--- src/hw/uart_tx_defines.svh ---
`ifndef UART_TX_DEFINES_SVH
`define UART_TX_DEFINES_SVH

// board clock
`define UART_CLK_FREQ_HZ 50_000_000

// serial line rate
`define UART_BAUD_RATE 115_200

// rounded divide, 434 at 50 MHz / 115200
`define UART_CLKS_PER_BIT \
    ((`UART_CLK_FREQ_HZ + (`UART_BAUD_RATE / 2)) / `UART_BAUD_RATE)

// 8N1 framing
`define UART_DATA_BITS 8

// lsb byte goes out first
`define UART_BYTES_PER_WORD 4

// wide enough for clks per bit at any sane baud
`define UART_CNT_W 16

`endif
--- src/hw/uart_tx_pkg.sv ---
`default_nettype none

`include "uart_tx_defines.svh"

package uart_tx_pkg;

    // one byte plus its framing option
    typedef struct packed {
        logic                         lead_idle; // one idle bit-time before start
        logic [`UART_DATA_BITS-1:0]   data;
    } uart_frame_t;

    // serializer phases
    typedef enum logic [2:0] {
        TX_IDLE,
        TX_LEAD,
        TX_START,
        TX_DATA,
        TX_STOP,
        TX_DONE   // waiting for req to drop
    } tx_state_t;

endpackage

`default_nettype wire

--- src/hw/fp32_uart_top.sv ---
`default_nettype none

`include "uart_tx_defines.svh"

module fp32_uart_top
    import uart_tx_pkg::*;
#(
    parameter int CLKS_PER_BIT = `UART_CLKS_PER_BIT
) (
    input  logic                                            CLK_I,
    input  logic                                            RSTL_I,
    input  logic                                            tx_valid_n,
    input  logic [`UART_BYTES_PER_WORD*`UART_DATA_BITS-1:0] tx_word,
    output logic                                            tx,
    output logic                                            busy
);

    logic        press;
    logic        frame_req;
    logic        frame_ack;
    uart_frame_t frame;

    press_edge_detect press_edge_detect_i (
        .CLK_I      (CLK_I),
        .RSTL_I     (RSTL_I),
        .tx_valid_n (tx_valid_n),
        .press      (press)
    );

    word_frame_sequencer word_frame_sequencer_i (
        .CLK_I     (CLK_I),
        .RSTL_I    (RSTL_I),
        .press     (press),
        .tx_word   (tx_word),
        .frame_req (frame_req),
        .frame     (frame),
        .frame_ack (frame_ack),
        .busy      (busy)
    );

    // divider lives inside the serializer
    uart_byte_tx #(
        .CLKS_PER_BIT (CLKS_PER_BIT)
    ) uart_byte_tx_i (
        .CLK_I     (CLK_I),
        .RSTL_I    (RSTL_I),
        .frame_req (frame_req),
        .frame     (frame),
        .frame_ack (frame_ack),
        .tx        (tx)
    );

endmodule

`default_nettype wire

--- src/hw/word_frame_sequencer.sv ---
`default_nettype none

`include "uart_tx_defines.svh"

module word_frame_sequencer
    import uart_tx_pkg::*;
(
    input  logic                                            CLK_I,
    input  logic                                            RSTL_I,
    input  logic                                            press,
    input  logic [`UART_BYTES_PER_WORD*`UART_DATA_BITS-1:0] tx_word,
    output logic                                            frame_req,
    output uart_frame_t                                     frame,
    input  logic                                            frame_ack,
    output logic                                            busy
);

    localparam int WORD_W     = `UART_BYTES_PER_WORD * `UART_DATA_BITS;
    localparam int IDX_W      = $clog2(`UART_BYTES_PER_WORD);
    localparam int LAST_IDX_I = `UART_BYTES_PER_WORD - 1;
    localparam logic [IDX_W-1:0] LAST_IDX = LAST_IDX_I[IDX_W-1:0];

    logic [WORD_W-1:0] word_q;
    logic [IDX_W-1:0]  byte_idx;
    logic              accept;

    // presses during a transfer are simply dropped
    assign accept = press && !busy;

    always_ff @(posedge CLK_I) begin
        if (accept) begin
            word_q <= tx_word;
        end
    end

    always_ff @(posedge CLK_I or negedge RSTL_I) begin
        if (!RSTL_I) begin
            busy      <= 1'b0;
            frame_req <= 1'b0;
            byte_idx  <= '0;
        end else if (!busy) begin
            if (accept) begin
                busy      <= 1'b1;
                frame_req <= 1'b1; // byte 0 goes out right away
                byte_idx  <= '0;
            end
        end else if (frame_req && frame_ack) begin
            frame_req <= 1'b0;
        end else if (!frame_req && !frame_ack) begin
            // ack is back low, handshake for this byte is closed
            if (byte_idx == LAST_IDX) begin
                busy <= 1'b0;
            end else begin
                byte_idx  <= byte_idx + 1'b1;
                frame_req <= 1'b1;
            end
        end
    end

    // index only moves with req low, so frame is stable under req
    assign frame.lead_idle = (byte_idx != '0);
    assign frame.data      = word_q[byte_idx*`UART_DATA_BITS +: `UART_DATA_BITS];

endmodule

`default_nettype wire

--- src/hw/uart_byte_tx.sv ---
`default_nettype none

`include "uart_tx_defines.svh"

module uart_byte_tx
    import uart_tx_pkg::*;
#(
    parameter int CLKS_PER_BIT = `UART_CLKS_PER_BIT
) (
    input  logic        CLK_I,
    input  logic        RSTL_I,
    input  logic        frame_req,
    input  uart_frame_t frame,
    output logic        frame_ack,
    output logic        tx
);

    localparam int BIT_W      = $clog2(`UART_DATA_BITS);
    localparam int LAST_BIT_I = `UART_DATA_BITS - 1;
    localparam logic [BIT_W-1:0] LAST_BIT = LAST_BIT_I[BIT_W-1:0];

    tx_state_t                  state;
    logic [BIT_W-1:0]           bit_cnt;
    logic [`UART_DATA_BITS-1:0] shift_q;
    logic                       bit_en;
    logic                       bit_tick;

    baud_tick_gen #(
        .CLKS_PER_BIT (CLKS_PER_BIT)
    ) baud_tick_gen_i (
        .CLK_I    (CLK_I),
        .RSTL_I   (RSTL_I),
        .bit_en   (bit_en),
        .bit_tick (bit_tick)
    );

    // shifter holds payload only
    always_ff @(posedge CLK_I) begin
        if (state == TX_IDLE && frame_req) begin
            shift_q <= frame.data;
        end else if ((state == TX_START || state == TX_DATA) && bit_tick) begin
            shift_q <= {1'b0, shift_q[`UART_DATA_BITS-1:1]};
        end
    end

    always_ff @(posedge CLK_I or negedge RSTL_I) begin
        if (!RSTL_I) begin
            state     <= TX_IDLE;
            bit_cnt   <= '0;
            bit_en    <= 1'b0;
            frame_ack <= 1'b0;
            tx        <= 1'b1;
        end else begin
            case (state)
                TX_IDLE: begin
                    if (frame_req) begin
                        bit_en <= 1'b1;
                        if (frame.lead_idle) begin
                            state <= TX_LEAD; // line stays high one more bit
                        end else begin
                            state <= TX_START;
                            tx    <= 1'b0;
                        end
                    end
                end
                TX_LEAD: begin
                    if (bit_tick) begin
                        state <= TX_START;
                        tx    <= 1'b0;
                    end
                end
                TX_START: begin
                    if (bit_tick) begin
                        state   <= TX_DATA;
                        bit_cnt <= '0;
                        tx      <= shift_q[0];
                    end
                end
                TX_DATA: begin
                    if (bit_tick) begin
                        if (bit_cnt == LAST_BIT) begin
                            state <= TX_STOP;
                            tx    <= 1'b1;
                        end else begin
                            bit_cnt <= bit_cnt + 1'b1;
                            tx      <= shift_q[0];
                        end
                    end
                end
                TX_STOP: begin
                    if (bit_tick) begin
                        state     <= TX_DONE;
                        bit_en    <= 1'b0;
                        frame_ack <= 1'b1;
                    end
                end
                TX_DONE: begin
                    if (!frame_req) begin
                        state     <= TX_IDLE;
                        frame_ack <= 1'b0;
                    end
                end
                default: begin
                    state <= TX_IDLE;
                    tx    <= 1'b1;
                end
            endcase
        end
    end

endmodule

`default_nettype wire

--- src/hw/baud_tick_gen.sv ---
`default_nettype none

`include "uart_tx_defines.svh"

module baud_tick_gen #(
    parameter int CLKS_PER_BIT = `UART_CLKS_PER_BIT
) (
    input  logic CLK_I,
    input  logic RSTL_I,
    input  logic bit_en,
    output logic bit_tick
);

    localparam int LAST_CNT_I = CLKS_PER_BIT - 1;
    localparam logic [`UART_CNT_W-1:0] LAST_CNT = LAST_CNT_I[`UART_CNT_W-1:0];

    logic [`UART_CNT_W-1:0] cnt;

    always_ff @(posedge CLK_I or negedge RSTL_I) begin
        if (!RSTL_I) begin
            cnt <= '0;
        end else if (!bit_en) begin
            cnt <= '0; // parked until the serializer needs it
        end else if (cnt == LAST_CNT) begin
            cnt <= '0;
        end else begin
            cnt <= cnt + 1'b1;
        end
    end

    // last clock of the current bit-time
    assign bit_tick = bit_en && (cnt == LAST_CNT);

endmodule

`default_nettype wire

--- src/hw/press_edge_detect.sv ---
`default_nettype none

module press_edge_detect (
    input  logic CLK_I,
    input  logic RSTL_I,
    input  logic tx_valid_n,   // button, low when pressed
    output logic press
);

    logic sync1_n;
    logic sync2_n;
    logic pressed;
    logic pressed_q;

    assign pressed = ~sync2_n;

    // two-flop sync, then one history flop for the edge
    always_ff @(posedge CLK_I or negedge RSTL_I) begin
        if (!RSTL_I) begin
            sync1_n   <= 1'b1; // released
            sync2_n   <= 1'b1;
            pressed_q <= 1'b0;
        end else begin
            sync1_n   <= tx_valid_n;
            sync2_n   <= sync1_n;
            pressed_q <= pressed;
        end
    end

    // held button gives a single pulse
    assign press = pressed & ~pressed_q;

endmodule

`default_nettype wire

--- config.mk ---
export PLATFORM = sky130hd
export DESIGN_NAME = fp32_uart_top
export DESIGN_NICKNAME = d
export VERILOG_FILES = /design/src/hw/uart_tx_pkg.sv /design/src/hw/fp32_uart_top.sv /design/src/hw/word_frame_sequencer.sv /design/src/hw/uart_byte_tx.sv /design/src/hw/baud_tick_gen.sv /design/src/hw/press_edge_detect.sv
export VERILOG_INCLUDE_DIRS = /design/src /design/src/hw
export SDC_FILE = /design/constraint.sdc
export NUM_CORES = 1
export LEC_CHECK = 0
export ABC_AREA = 0
export BUFFER_PORTS_ARGS = -buffer_cell sky130_fd_sc_hd__buf_2
export CORE_MARGIN = 2
export CORE_UTILIZATION = 35
export DETAILED_ROUTE_END_ITERATION = 16
export GPL_TIMING_DRIVEN = 0
export RECOVER_POWER = 25
export SLEW_MARGIN = 20
export SYNTH_ARGS = -nofsm -noshare
export SYNTH_HDL_FRONTEND = slang
export SYNTH_HIERARCHICAL = 1
export SYNTH_SLANG_ARGS = --single-unit
--- constraint.sdc ---
create_clock -name CLK_I -period 5.75 [get_ports CLK_I]
set_input_delay 1.15 -clock CLK_I [delete_from_list [all_inputs] [get_ports CLK_I]]
set_output_delay 1.15 -clock CLK_I [all_outputs]
set_load 0.05 [all_outputs]
Yosys cells after proc, flatten, opt, wreduce, memory -nomap -nowiden:

Cells that the tools add are included.
W data, S select, Z words.

* register bits: 72
* input bits: 35
* output and inout bits: 2
* word-level logic and storage cells: 113

* add/sub/neg operators: 3
* equality and inequality tests: 22
* shift operators: 1
* multiplexer cells: 44
* bitwise operators: 4
* reduce and logical (&&, ||, !) cells: 25

Operator list (count)
* $mux W16: 2
* $shiftx A32 B6 Y8: 1
* $mux W3: 10
* $mux W1: 19
* $pmux W3 S6: 1
* $add A16 B1 Y16 const B: 1
* $eq A16 B9 Y1 const B: 1
* $mux W8: 2
* $ne A2 B2 Y1 const B: 8
* $mux W2: 6
* $reduce_bool A2 Y1: 6
* $eq A3 B3 Y1 const B: 3
* $reduce_and A3 Y1: 3
* $ne A2 B1 Y1 const B: 4
* $reduce_and A4 Y1: 2
* $reduce_and A7 Y1: 1
* $eq A3 B2 Y1 const B: 2
* $logic_and A1 B1 Y1: 6
* $ne A3 B3 Y1 const B: 2
* $pmux W3 S2: 1
* $reduce_and A6 Y1: 1
* $pmux W1 S5: 1
* $pmux W1 S2: 2
* $add A3 B1 Y3 const B: 1
* 9 further kinds: 13

Longest topological paths before layout:

Gate-level depths: netlist (run 1).

* depth after elaboration: 5
* mapped depth: 9
* gate-level depth less buffers: 9

Cells and area by module:

The synthesis (run 1) kept the hierarchy.

Modules (own cells, without submodules)
* word_frame_sequencer: instances 1, cells each 62, area an instance 1391.3 µm², sequential area each 1061.0 µm²
* uart_byte_tx: instances 1, cells each 75, area an instance 909.6 µm², sequential area each 466.7 µm²
* baud_tick_gen: instances 1, cells each 83, area an instance 869.6 µm², sequential area each 400.4 µm²
* press_edge_detect: instances 1, cells each 5, area an instance 85.1 µm², sequential area each 77.6 µm²

Worst setup path after synthesis (run 1):

Ideal clock, no wire load.

* path type: reg2reg
* start: register uart_byte_tx_i.baud_tick_gen_i.cnt[1]
* end: register uart_byte_tx_i.shift_q[0] (enable)
* setup time: 384 ps
* arrival: 1860 ps
* required time: 5366 ps
* setup slack: 3506 ps
* cell stages (with the launch flop): 9
* path buffers: 0
* clock period less this slack: 2244 ps
* cells stage by stage: dfrtp_1 > inv_1 > ha_1 > nor4b_1 > nand4_1 > nor2_1 > and2b_2 > nand2_1 > o21ai_0

* longest elaborated chain between the ends: 4

RTL lines
* start: declaration: RTL line baud_tick_gen.sv:17 `` logic [`UART_CNT_W-1:0] cnt; ``
* start signal: assignment: RTL line baud_tick_gen.sv:27 `cnt <= cnt + 1'b1;`
* $eq A16 B9 Y1: RTL line baud_tick_gen.sv:32 `assign bit_tick = bit_en && (cnt == LAST_CNT);`
* $logic_and A1 B1 Y1: RTL line baud_tick_gen.sv:32
* via uart_byte_tx_i.bit_tick: RTL line uart_byte_tx.sv:26 `logic bit_tick;`
* $logic_and A1 B1 Y1: RTL line uart_byte_tx.sv:41 `end else if ((state == TX_START || state == TX_DATA) && bit_tick) begin`
* $reduce_bool A2 Y1 (no source line)
* end signal: assignment: RTL line uart_byte_tx.sv:40 `shift_q <= frame.data;`
* end signal: assignment: RTL line uart_byte_tx.sv:42 `` shift_q <= {1'b0, shift_q[`UART_DATA_BITS-1:1]}; ``
* end: declaration: RTL line uart_byte_tx.sv:24 `` logic [`UART_DATA_BITS-1:0] shift_q; ``

The timed path passes the listed nets, and every way through them passes these cells.
A chain may end at the register's enable or synchronous reset.

Worst setup path after layout (run 1):

* start: register uart_byte_tx_i.baud_tick_gen_i.cnt[1]
* end: register uart_byte_tx_i.shift_q[1] (enable)

The elaborated chain is that of the path after synthesis.

==> metrics, run 1 <==
drt via density 4.740; Mapped Area 3256 um2; Synthesized Nets 266; Initial Util 35.57%; CP Launch Type register; die height 100.4 um; Fmax 0.3777 GHz; Final setup violation count 0; top cell type's share of synthesized area 36.89%; Final min period 2648 ps; switching pwr 0.1990 mW; Antenna Nets Post-Route 0; Max-Cap Viols 0; wire length per cell after detailed routing 13.13 um; Yosys warning count 6; placer congestion estimate 0.8301; Comb pwr share 1.6%; Clock Path Buffers 2; DIE AREA 10090 um2; post-detailed-placement half-perimeter wirelength 3.415 mm; Syn Inst Count 225; final wirelength 5.094 mm; met3 Usage GRT 3.482%; largest net degree at the start of global routing 35; data required time of the worst path 5720 ps; status finished clean; number of synthesized flops with an enable pin 40; total power density per cell area 252.7 nW/um2; CTS tree built; GRT Total Usage 11.15%; GRT met1 Usage 15.76%; Flop pwr share 57.3%; GR Util met2 15.38%; top post-synthesis cells by count edfxtp_1, dfrtp_1, nor2_1; worst vdd ir 0.1437 mV; Synth async-reset ratio 44.44%; CP max FO 8; most frequent cell after synthesis edfxtp_1; area grow syn2layout 15.83%; vias in the first global route 1858; initial antenna violation count 0; Seq. cell area 2006 um2; clk root buf clkbuf_8; first-pass iteration count of the detailed router 5; # IOs 37; Worst-Skew Late Latency 340 ps; Int Power 0.7538 mW; Die X-Extent 100.4 um; cts hold-fix bufs 0; kind of critical path register to register; Crit. End Element register; Synth cell types 50; post-synthesis area per instance 14.47 um2; clock skew 14.38 ps; post-cts resize count 0; # rows 35; RSZ-0062 raised after global routing no; area leader, netlist edfxtp_1; # fillers 848; Final Hold Fails 0; drt drc 0; Overflow after GRT 0; total CTS buffers 9; layout cells sized above 1 34.66%; sw frac 20.89%; Top FF cell, synth edfxtp_1; # H-tree levels 3; largest cells by area after synthesis edfxtp_1, dfrtp_1, mux4_2; setup TNS 0 ps; worst slew pin tran 742.1 ps; Critical Path AT 2620 ps; GRT Max-Usage Layer met1; setup repair bufs after CTS 0; Slew headroom 50.52%; Core Region 9153 um2; Non-Filler Instances 388; via count 1839; Clock power frac 41.1%; drt first-iter violations 95; Net count, final 313; area occupied by multi-input gates 1177 um2; Port Buf Inserts 36; Leak 1.491 nW; antenna cells 0; Hold Crit Class register to register; max-slew violation count 0; Placed Instances 372; final worst-path cycle share 46.05%; post-synthesis sequential area ratio 61.61%; Yosys reg bits 72; Clock transition at path regs 80 ps; first-pass GRT wire length 8.631 mm; CTS Sinks 72
[flip-flops by register name (all words and copies together), names as in the netlist]
signal,flops
uart_byte_tx_i/bit_en,1
word_frame_sequencer_i/byte_idx,2
uart_byte_tx_i/frame_ack,1
press_edge_detect_i/sync1_n,1
word_frame_sequencer_i/word_q,32
uart_byte_tx_i/tx,1
press_edge_detect_i/pressed_q,1
word_frame_sequencer_i/frame_req,1
uart_byte_tx_i/bit_cnt,3
uart_byte_tx_i/shift_q,8
press_edge_detect_i/sync2_n,1
uart_byte_tx_i/state,3
uart_byte_tx_i/baud_tick_gen_i/cnt,16
word_frame_sequencer_i/busy,1
[cell type report]
cell class / instances / share of cell area [%]
Sequential cell: 72 / 53.18
Multi-Input combinational cell: 139 / 31.22
Timing Repair Buffer: 36 / 4.778
Tap cell: 111 / 3.683
Clock buffer: 9 / 3.285
Clock inverter: 7 / 1.891
Buffer: 5 / 1.062
Inverter: 9 / 0.8958
[final timing paths]
path	startpoint	endpoint	slack [ps]	cells past startpoint
worst max-delay path	uart_byte_tx_i/baud_tick_gen_i/cnt[1]$_DFF_PN0_	uart_byte_tx_i/shift_q[1]$_DFFE_PP_	3100	8
worst min-delay path	press_edge_detect_i/sync1_n$_DFF_PN1_	press_edge_detect_i/sync2_n$_DFF_PN1_	380	0
worst max register to register	uart_byte_tx_i/baud_tick_gen_i/cnt[1]$_DFF_PN0_	uart_byte_tx_i/shift_q[1]$_DFFE_PP_	3100	8
worst min register to register	press_edge_detect_i/sync1_n$_DFF_PN1_	press_edge_detect_i/sync2_n$_DFF_PN1_	380	0
max in group asynchronous	RSTL_I	uart_byte_tx_i/baud_tick_gen_i/cnt[9]$_DFF_PN0_	4430	1
min in group asynchronous	RSTL_I	uart_byte_tx_i/baud_tick_gen_i/cnt[13]$_DFF_PN0_	850	1
[critical path, stage by stage (launching register included)]
cell	delay, ps
dfrtp_1	410
inv_1	70
ha_1	130
nor4b_1	250
nand4_1	190
nor2_1	390
and2b_2	260
nand2_1	150
o21ai_1	440
[power groups by stage]
stage / Clock (mW) / Sequential (mW) / Combinational, mW
2_1_floorplan: 0 / 0.557 / 0.000306
3_3_place_gp: 0 / 0.557 / 0.0156
3_5_place_dp: 0 / 0.557 / 0.0157
4_1_cts: 0.406 / 0.546 / 0.0156
5_1_grt: 0.429 / 0.546 / 0.0176
6_report: 0.392 / 0.546 / 0.0149
[cell families after synthesis]
logic type	share of synthesized area, %
multiplexers	9.531
adder cells (fa/ha/maj)	2.306
buffers and inverters	2.267
flip-flops	61.61
XOR/XNOR	3.766
AND/OR/NAND/NOR	15.18
AO/OA/AOI/OAI	5.342
[cells in the final DEF, fill, tap and decap left out, drive strengths merged, types with 3 or more instances in the layout]
master,instances
buf,41
a22o,5
nand2b,3
nor2,28
o21ai,9
a21oi,3
nand3,6
xnor2,10
clkbuf,9
nand4,7
dfstp,3
clkinv,3
inv,10
mux2,8
nand2,13
mux4,8
ha,6
dfrtp,29
xor2,4
nor4,5
nor3,4
edfxtp,40
[stage by stage]
stage          cell area, um2  worst slack [ps]  util [%]  hold WS (ps)  power (mW)
5_1_grt                  3771              2865     41.20         397.4      0.9928
3_5_place_dp             3576              3084     39.07         347.2      0.5729
4_1_cts                  3771              3077     41.20         382.0      0.9674
6_report                 3771              3102     41.20         380.3      0.9528
3_3_place_gp             3575              3046     39.06         348.9      0.5729
2_1_floorplan            3256              3506         -         345.2      0.5575
[layer usage]
layer | share of wire [%] | vias to the layer above
met1 | 50 | 881
met5 | 0 | -
met3 | 3.4 | 6
met2 | 45 | 31
met4 | 1.6 | 0
li1 | - | 921
(Power assumes the default switching activity.)
==> inputs of run 2 (changes only) <==
- clock period: 5.75 -> 2.69 ns (I/O delays scaled with it)
==> metrics, run 2 (synthesized netlist as in run 1, its figures left out) <==
Port Buf Inserts 36; worst vdd ir 0.3075 mV; drt via density 4.735; Worst R2R Path Depth 8; GRT Total Usage 11.15%; clock skew 14.74 ps; # H-tree levels 3; Final Cell Area 3774 um2; area occupied by multi-input gates 1181 um2; Crit Reg-Reg Startpoint uart_byte_tx_i/baud_tick_gen_i/cnt[1]$_DFF_PN0_; Fmax 0.4125 GHz; # rows 35; drt first-iter violations 76; # IOs 37; Antenna Nets Post-Route 0; # fillers 847; via count 1837; Overflow after GRT 0; Crit. End Element register; Die X-Extent 100.4 um; placer congestion estimate 0.8301; Clock transition at path regs 80 ps; top layer in use met4; max reg flops 32; setup repair bufs after CTS 0; Slew headroom -12.18%; vias in the first global route 1858; largest net degree at the start of global routing 35; Final min period 2424 ps; CTS tree built; Non-Filler Instances 388; Hold Crit Class input pin to register; Reg with most FFs word_frame_sequencer_i/word_q; WL met2 2.277 mm; Critical Path AT 2420 ps; drt drc 0; status finished with violations; Worst Hold Launch tx_valid_n; Initial Util 35.57%; final worst-path cycle share 90.13%; antenna cells 0; Final setup violation count 0; met3 WL post-DR 174 um; Overall Power 2.035 mW; post-place setup slack 23.50 ps; Clock Path Buffers 2; kind of critical path register to register; total CTS buffers 9; total power density per cell area 539.3 nW/um2; Placed Instances 372; CP max FO 8; first-pass iteration count of the detailed router 6; flop2flop setup slack 270 ps; first-pass GRT wire length 8.631 mm; wire length per cell after detailed routing 13.06 um; Final Hold Fails 0; area grow syn2layout 15.91%; most common cell after layout, fill and taps aside edfxtp_1; Worst-Skew Late Latency 340 ps; Reg-to-Reg End uart_byte_tx_i/shift_q[1]$_DFFE_PP_; die height 100.4 um; post-route setup slack 265.6 ps; commonest cells after routing, fill and taps aside edfxtp_1, buf_2, dfrtp_1, nor2_1, nand2_1; max-slew violation count 33; post-detailed-placement half-perimeter wirelength 3.415 mm; RSZ-0062 raised after global routing no; CTS Sinks 72; final wirelength 5.066 mm; CP startpoint uart_byte_tx_i/baud_tick_gen_i/cnt[1]$_DFF_PN0_; CP Launch Type register; Core Region 9153 um2; final core utilization 41.23%; Max-Cap Viols 1; data required time of the worst path 2690 ps; Leak 1.490 nW; Placed Area 3576 um2; failing checks capacitance limit, slew limit; initial antenna violation count 0; Net count, final 313; worst hold endpoint press_edge_detect_i/sync1_n$_DFF_PN1_; Seq. cell area 2006 um2; worst hold path depth 1; DRT met1 WL 2.530 mm; worst slew pin tran 1683 ps; Largest regs word_frame_sequencer_i/word_q (32), uart_byte_tx_i/baud_tick_gen_i/cnt (16), uart_byte_tx_i/shift_q (8); clk root buf clkbuf_8; DIE AREA 10090 um2; layout cells sized above 1 34.66%
run 2: changes by cell type in the layout (fill, tap and decap cells not counted), sizes merged:
cell / previous run / this run
buf: 41 / 40
clkbuf: 9 / 10
run 2: where the power goes:
group          total (mW)  leakage, nW  internal [mW]  switching (mW)
Clock               0.836       0.0933          0.428           0.408
Sequential           1.17        0.749           1.17        0.000865
Combinational      0.0317        0.648         0.0168          0.0148
run 2: timing repair:
| item | CTS | global route |
|---|---|---|
| hold buffers | 0 | 0 |
| setup endpoints to repair | 0 | 8 |
| gates resized for setup | 0 | 1 |
run 2: final cells by class:
type,instances,share of cell area (%)
Multi-Input combinational cell,139,31.30
Clock inverter,7,1.890
Buffer,5,1.061
Inverter,9,0.8952
Clock buffer,9,3.282
Timing Repair Buffer,36,4.741
Sequential cell,72,53.15
Tap cell,111,3.680
run 2: layer usage:
layer / vias to the layer above / global-route usage (%)
met4: 0 / 5.690
met1: 879 / 15.76
li1: 921 / -
met3: 6 / 3.482
met2: 31 / 15.38
met5: - / 0
run 2: per-stage QoR:
stage               hold WS, ps  TNS [ps]
global route              262.9         0
floorplan                 242.4         0
CTS                       253.9         0
finish                    288.7         0
detailed placement        347.2         0
global placement          348.9    -109.8
run 2: how the worst max path moves through the flow:
stage | to | depth (start not counted)
finish | uart_byte_tx_i/shift_q[1]$_DFFE_PP_ | 8
global route | uart_byte_tx_i/shift_q[1]$_DFFE_PP_ | 8
CTS | uart_byte_tx_i/shift_q[1]$_DFFE_PP_ | 8
detailed placement | uart_byte_tx_i/shift_q[4]$_DFFE_PP_ | 8
global placement | uart_byte_tx_i/shift_q[6]$_DFFE_PP_ | 8
floorplan | uart_byte_tx_i/shift_q[0]$_DFFE_PP_ | 8
run 2: worst max-delay path: stages, from the launching register on:
cell and delay (ps):
dfrtp_1 410, inv_1 70, ha_1 130, nor4b_1 250, nand4_1 190, nor2_1 390, and2b_2 260, nand2_1 160
o21ai_2 230
==> inputs of run 3 (changes only) <==
- CORE_UTILIZATION: 35 -> 40
==> metrics, run 3 (synthesized netlist as in run 1, its figures left out) <==
status finished with violations; failing checks capacitance limit, slew limit; drt via density 4.868; post-detailed-placement half-perimeter wirelength 3.362 mm; largest net degree at the start of global routing 35; Initial Util 41.70%; Clock Path Buffers 2; clk root buf clkbuf_8; # rows 32; final worst-path cycle share 89.39%; RSZ-0062 raised after global routing no; drt drc 0; data required time of the worst path 2680 ps; GRT Total Usage 13.23%; CP delay by family, top simple AND/OR/NAND/NOR gates; Final setup violation count 0; Hold Crit Class input pin to register; final wirelength 5.024 mm; worst vdd ir 0.3438 mV; Port Buf Inserts 36; Worst Hold Launch tx_valid_n; slowest stage delay, CP 420 ps; Crit. End Element register; Bufs and invs on worst path 1; total power density per cell area 519.1 nW/um2; clock skew 6.276 ps; cts hold-fix bufs 0; CTS tree built; layout cells sized above 1 35.38%; die height 94.22 um; initial antenna violation count 0; Clock transition at path regs 70 ps; total CTS buffers 9; # H-tree levels 3; Slew headroom -13.77%; Placed Area 3565 um2; crit-path cells inv_1 -> ha_1 -> nor4b_1 -> nand4_1 -> nor2_2 -> and2b_2 -> nand2_1 -> o21ai_2; Worst-Skew Late Latency 340 ps; # IOs 37; via count 1845; area grow syn2layout 14.99%; Fmax 0.4159 GHz; Max-Cap Viols 1; CP max FO 8; most common cell after layout, fill and taps aside edfxtp_1; CTS Sinks 72; Crit Reg-Reg Startpoint uart_byte_tx_i/baud_tick_gen_i/cnt[1]$_DFF_PN0_; placer congestion estimate 0.8149; post-route setup slack 285.5 ps; DIE AREA 8876 um2; Reg with most FFs word_frame_sequencer_i/word_q; Final min period 2405 ps; first-pass iteration count of the detailed router 4; Die X-Extent 94.22 um; Final Cell Area 3744 um2; Net count, final 313; kind of critical path register to register; Final Hold Fails 0; wire length per cell after detailed routing 13.26 um; Antenna Nets Post-Route 0; Critical Path AT 2400 ps; max reg flops 32; critical path's slowest cell dfrtp_1; Core Region 7807 um2; drt first-iter violations 63; CP Launch Type register; Overflow after GRT 0; commonest cells after routing, fill and taps aside edfxtp_1, buf_2, dfrtp_1, nor2_1, nand2_1; post-place setup slack -41.37 ps; antenna cells 0; max-slew violation count 33; Largest regs word_frame_sequencer_i/word_q (32), uart_byte_tx_i/baud_tick_gen_i/cnt (16), uart_byte_tx_i/shift_q (8); CP startpoint uart_byte_tx_i/baud_tick_gen_i/cnt[1]$_DFF_PN0_; Leak 1.479 nW; # fillers 699; first-pass GRT wire length 8.776 mm; setup TNS 0 ps; vias in the first global route 1775; worst slew pin tran 1707 ps
## run 3: cell count changes in the layout (fill, tap and decap cells not counted), sizes merged
cell    change
bufinv      -1
clkbuf      +1
clkinv      +1
inv         -1
## run 3: worst paths after layout
path | cells past startpoint | slack (ps) | to
max | 8 | 290 | uart_byte_tx_i/shift_q[4]$_DFFE_PP_
min | 1 | 290 | press_edge_detect_i/sync1_n$_DFF_PN1_
max reg2reg | 8 | 290 | uart_byte_tx_i/shift_q[4]$_DFFE_PP_
min reg2reg | 0 | 360 | press_edge_detect_i/sync2_n$_DFF_PN1_
max in group asynchronous | 1 | 1070 | uart_byte_tx_i/baud_tick_gen_i/cnt[11]$_DFF_PN0_
min in group asynchronous | 1 | 630 | uart_byte_tx_i/state[2]$_DFFE_PN0P_
## run 3: final cells by class
| cell class | instances | area, um2 | share of cell area [%] |
|---|---|---|---|
| buffer | 5 | 40.04 | 1.070 |
| clock buffer | 10 | 127.6 | 3.409 |
| clock inverter | 6 | 46.29 | 1.237 |
| inverter | 9 | 33.78 | 0.9024 |
| multi-input combinational | 139 | 1184 | 31.62 |
| sequential | 72 | 2006 | 53.58 |
| tap | 102 | 127.6 | 3.409 |
| timing repair buffer | 36 | 178.9 | 4.779 |
## run 3: timing repair
item / CTS / global route
endpoints found under the setup margin: 8 / 8
setup buffers: 0 / 0
resized for setup: 1 / 1
pin swaps: 0 / 0
## run 3: metrics by stage
stage	cells	util [%]	hold WS (ps)	power [mW]
5_1_grt	379	47.95	263.9	2.031
3_3_place_gp	363	45.64	346.2	1.224
2_1_floorplan	225	-	242.4	1.192
4_1_cts	379	47.93	255.0	1.984
6_report	379	47.95	290.0	1.943
3_5_place_dp	363	45.66	348.2	1.224
## run 3: metal layers
| metal | track usage [%] | share of wire (%) | vias up |
|---|---|---|---|
| met1 | 18.77 | 50 | 871 |
| met4 | 5.435 | 1.8 | 0 |
| met2 | 18.39 | 44 | 42 |
| li1 | - | - | 924 |
| met5 | 0 | 0 | - |
| met3 | 4.735 | 4.9 | 8 |
## run 3: power breakdown
part	total (mW)	internal (mW)	leakage, nW	switching [mW]
clock network	0.744	0.337	0.0824	0.407
registers	1.17	1.17	0.750	0.000763
logic	0.0320	0.0169	0.647	0.0152
total	1.94	1.52	1.48	0.423
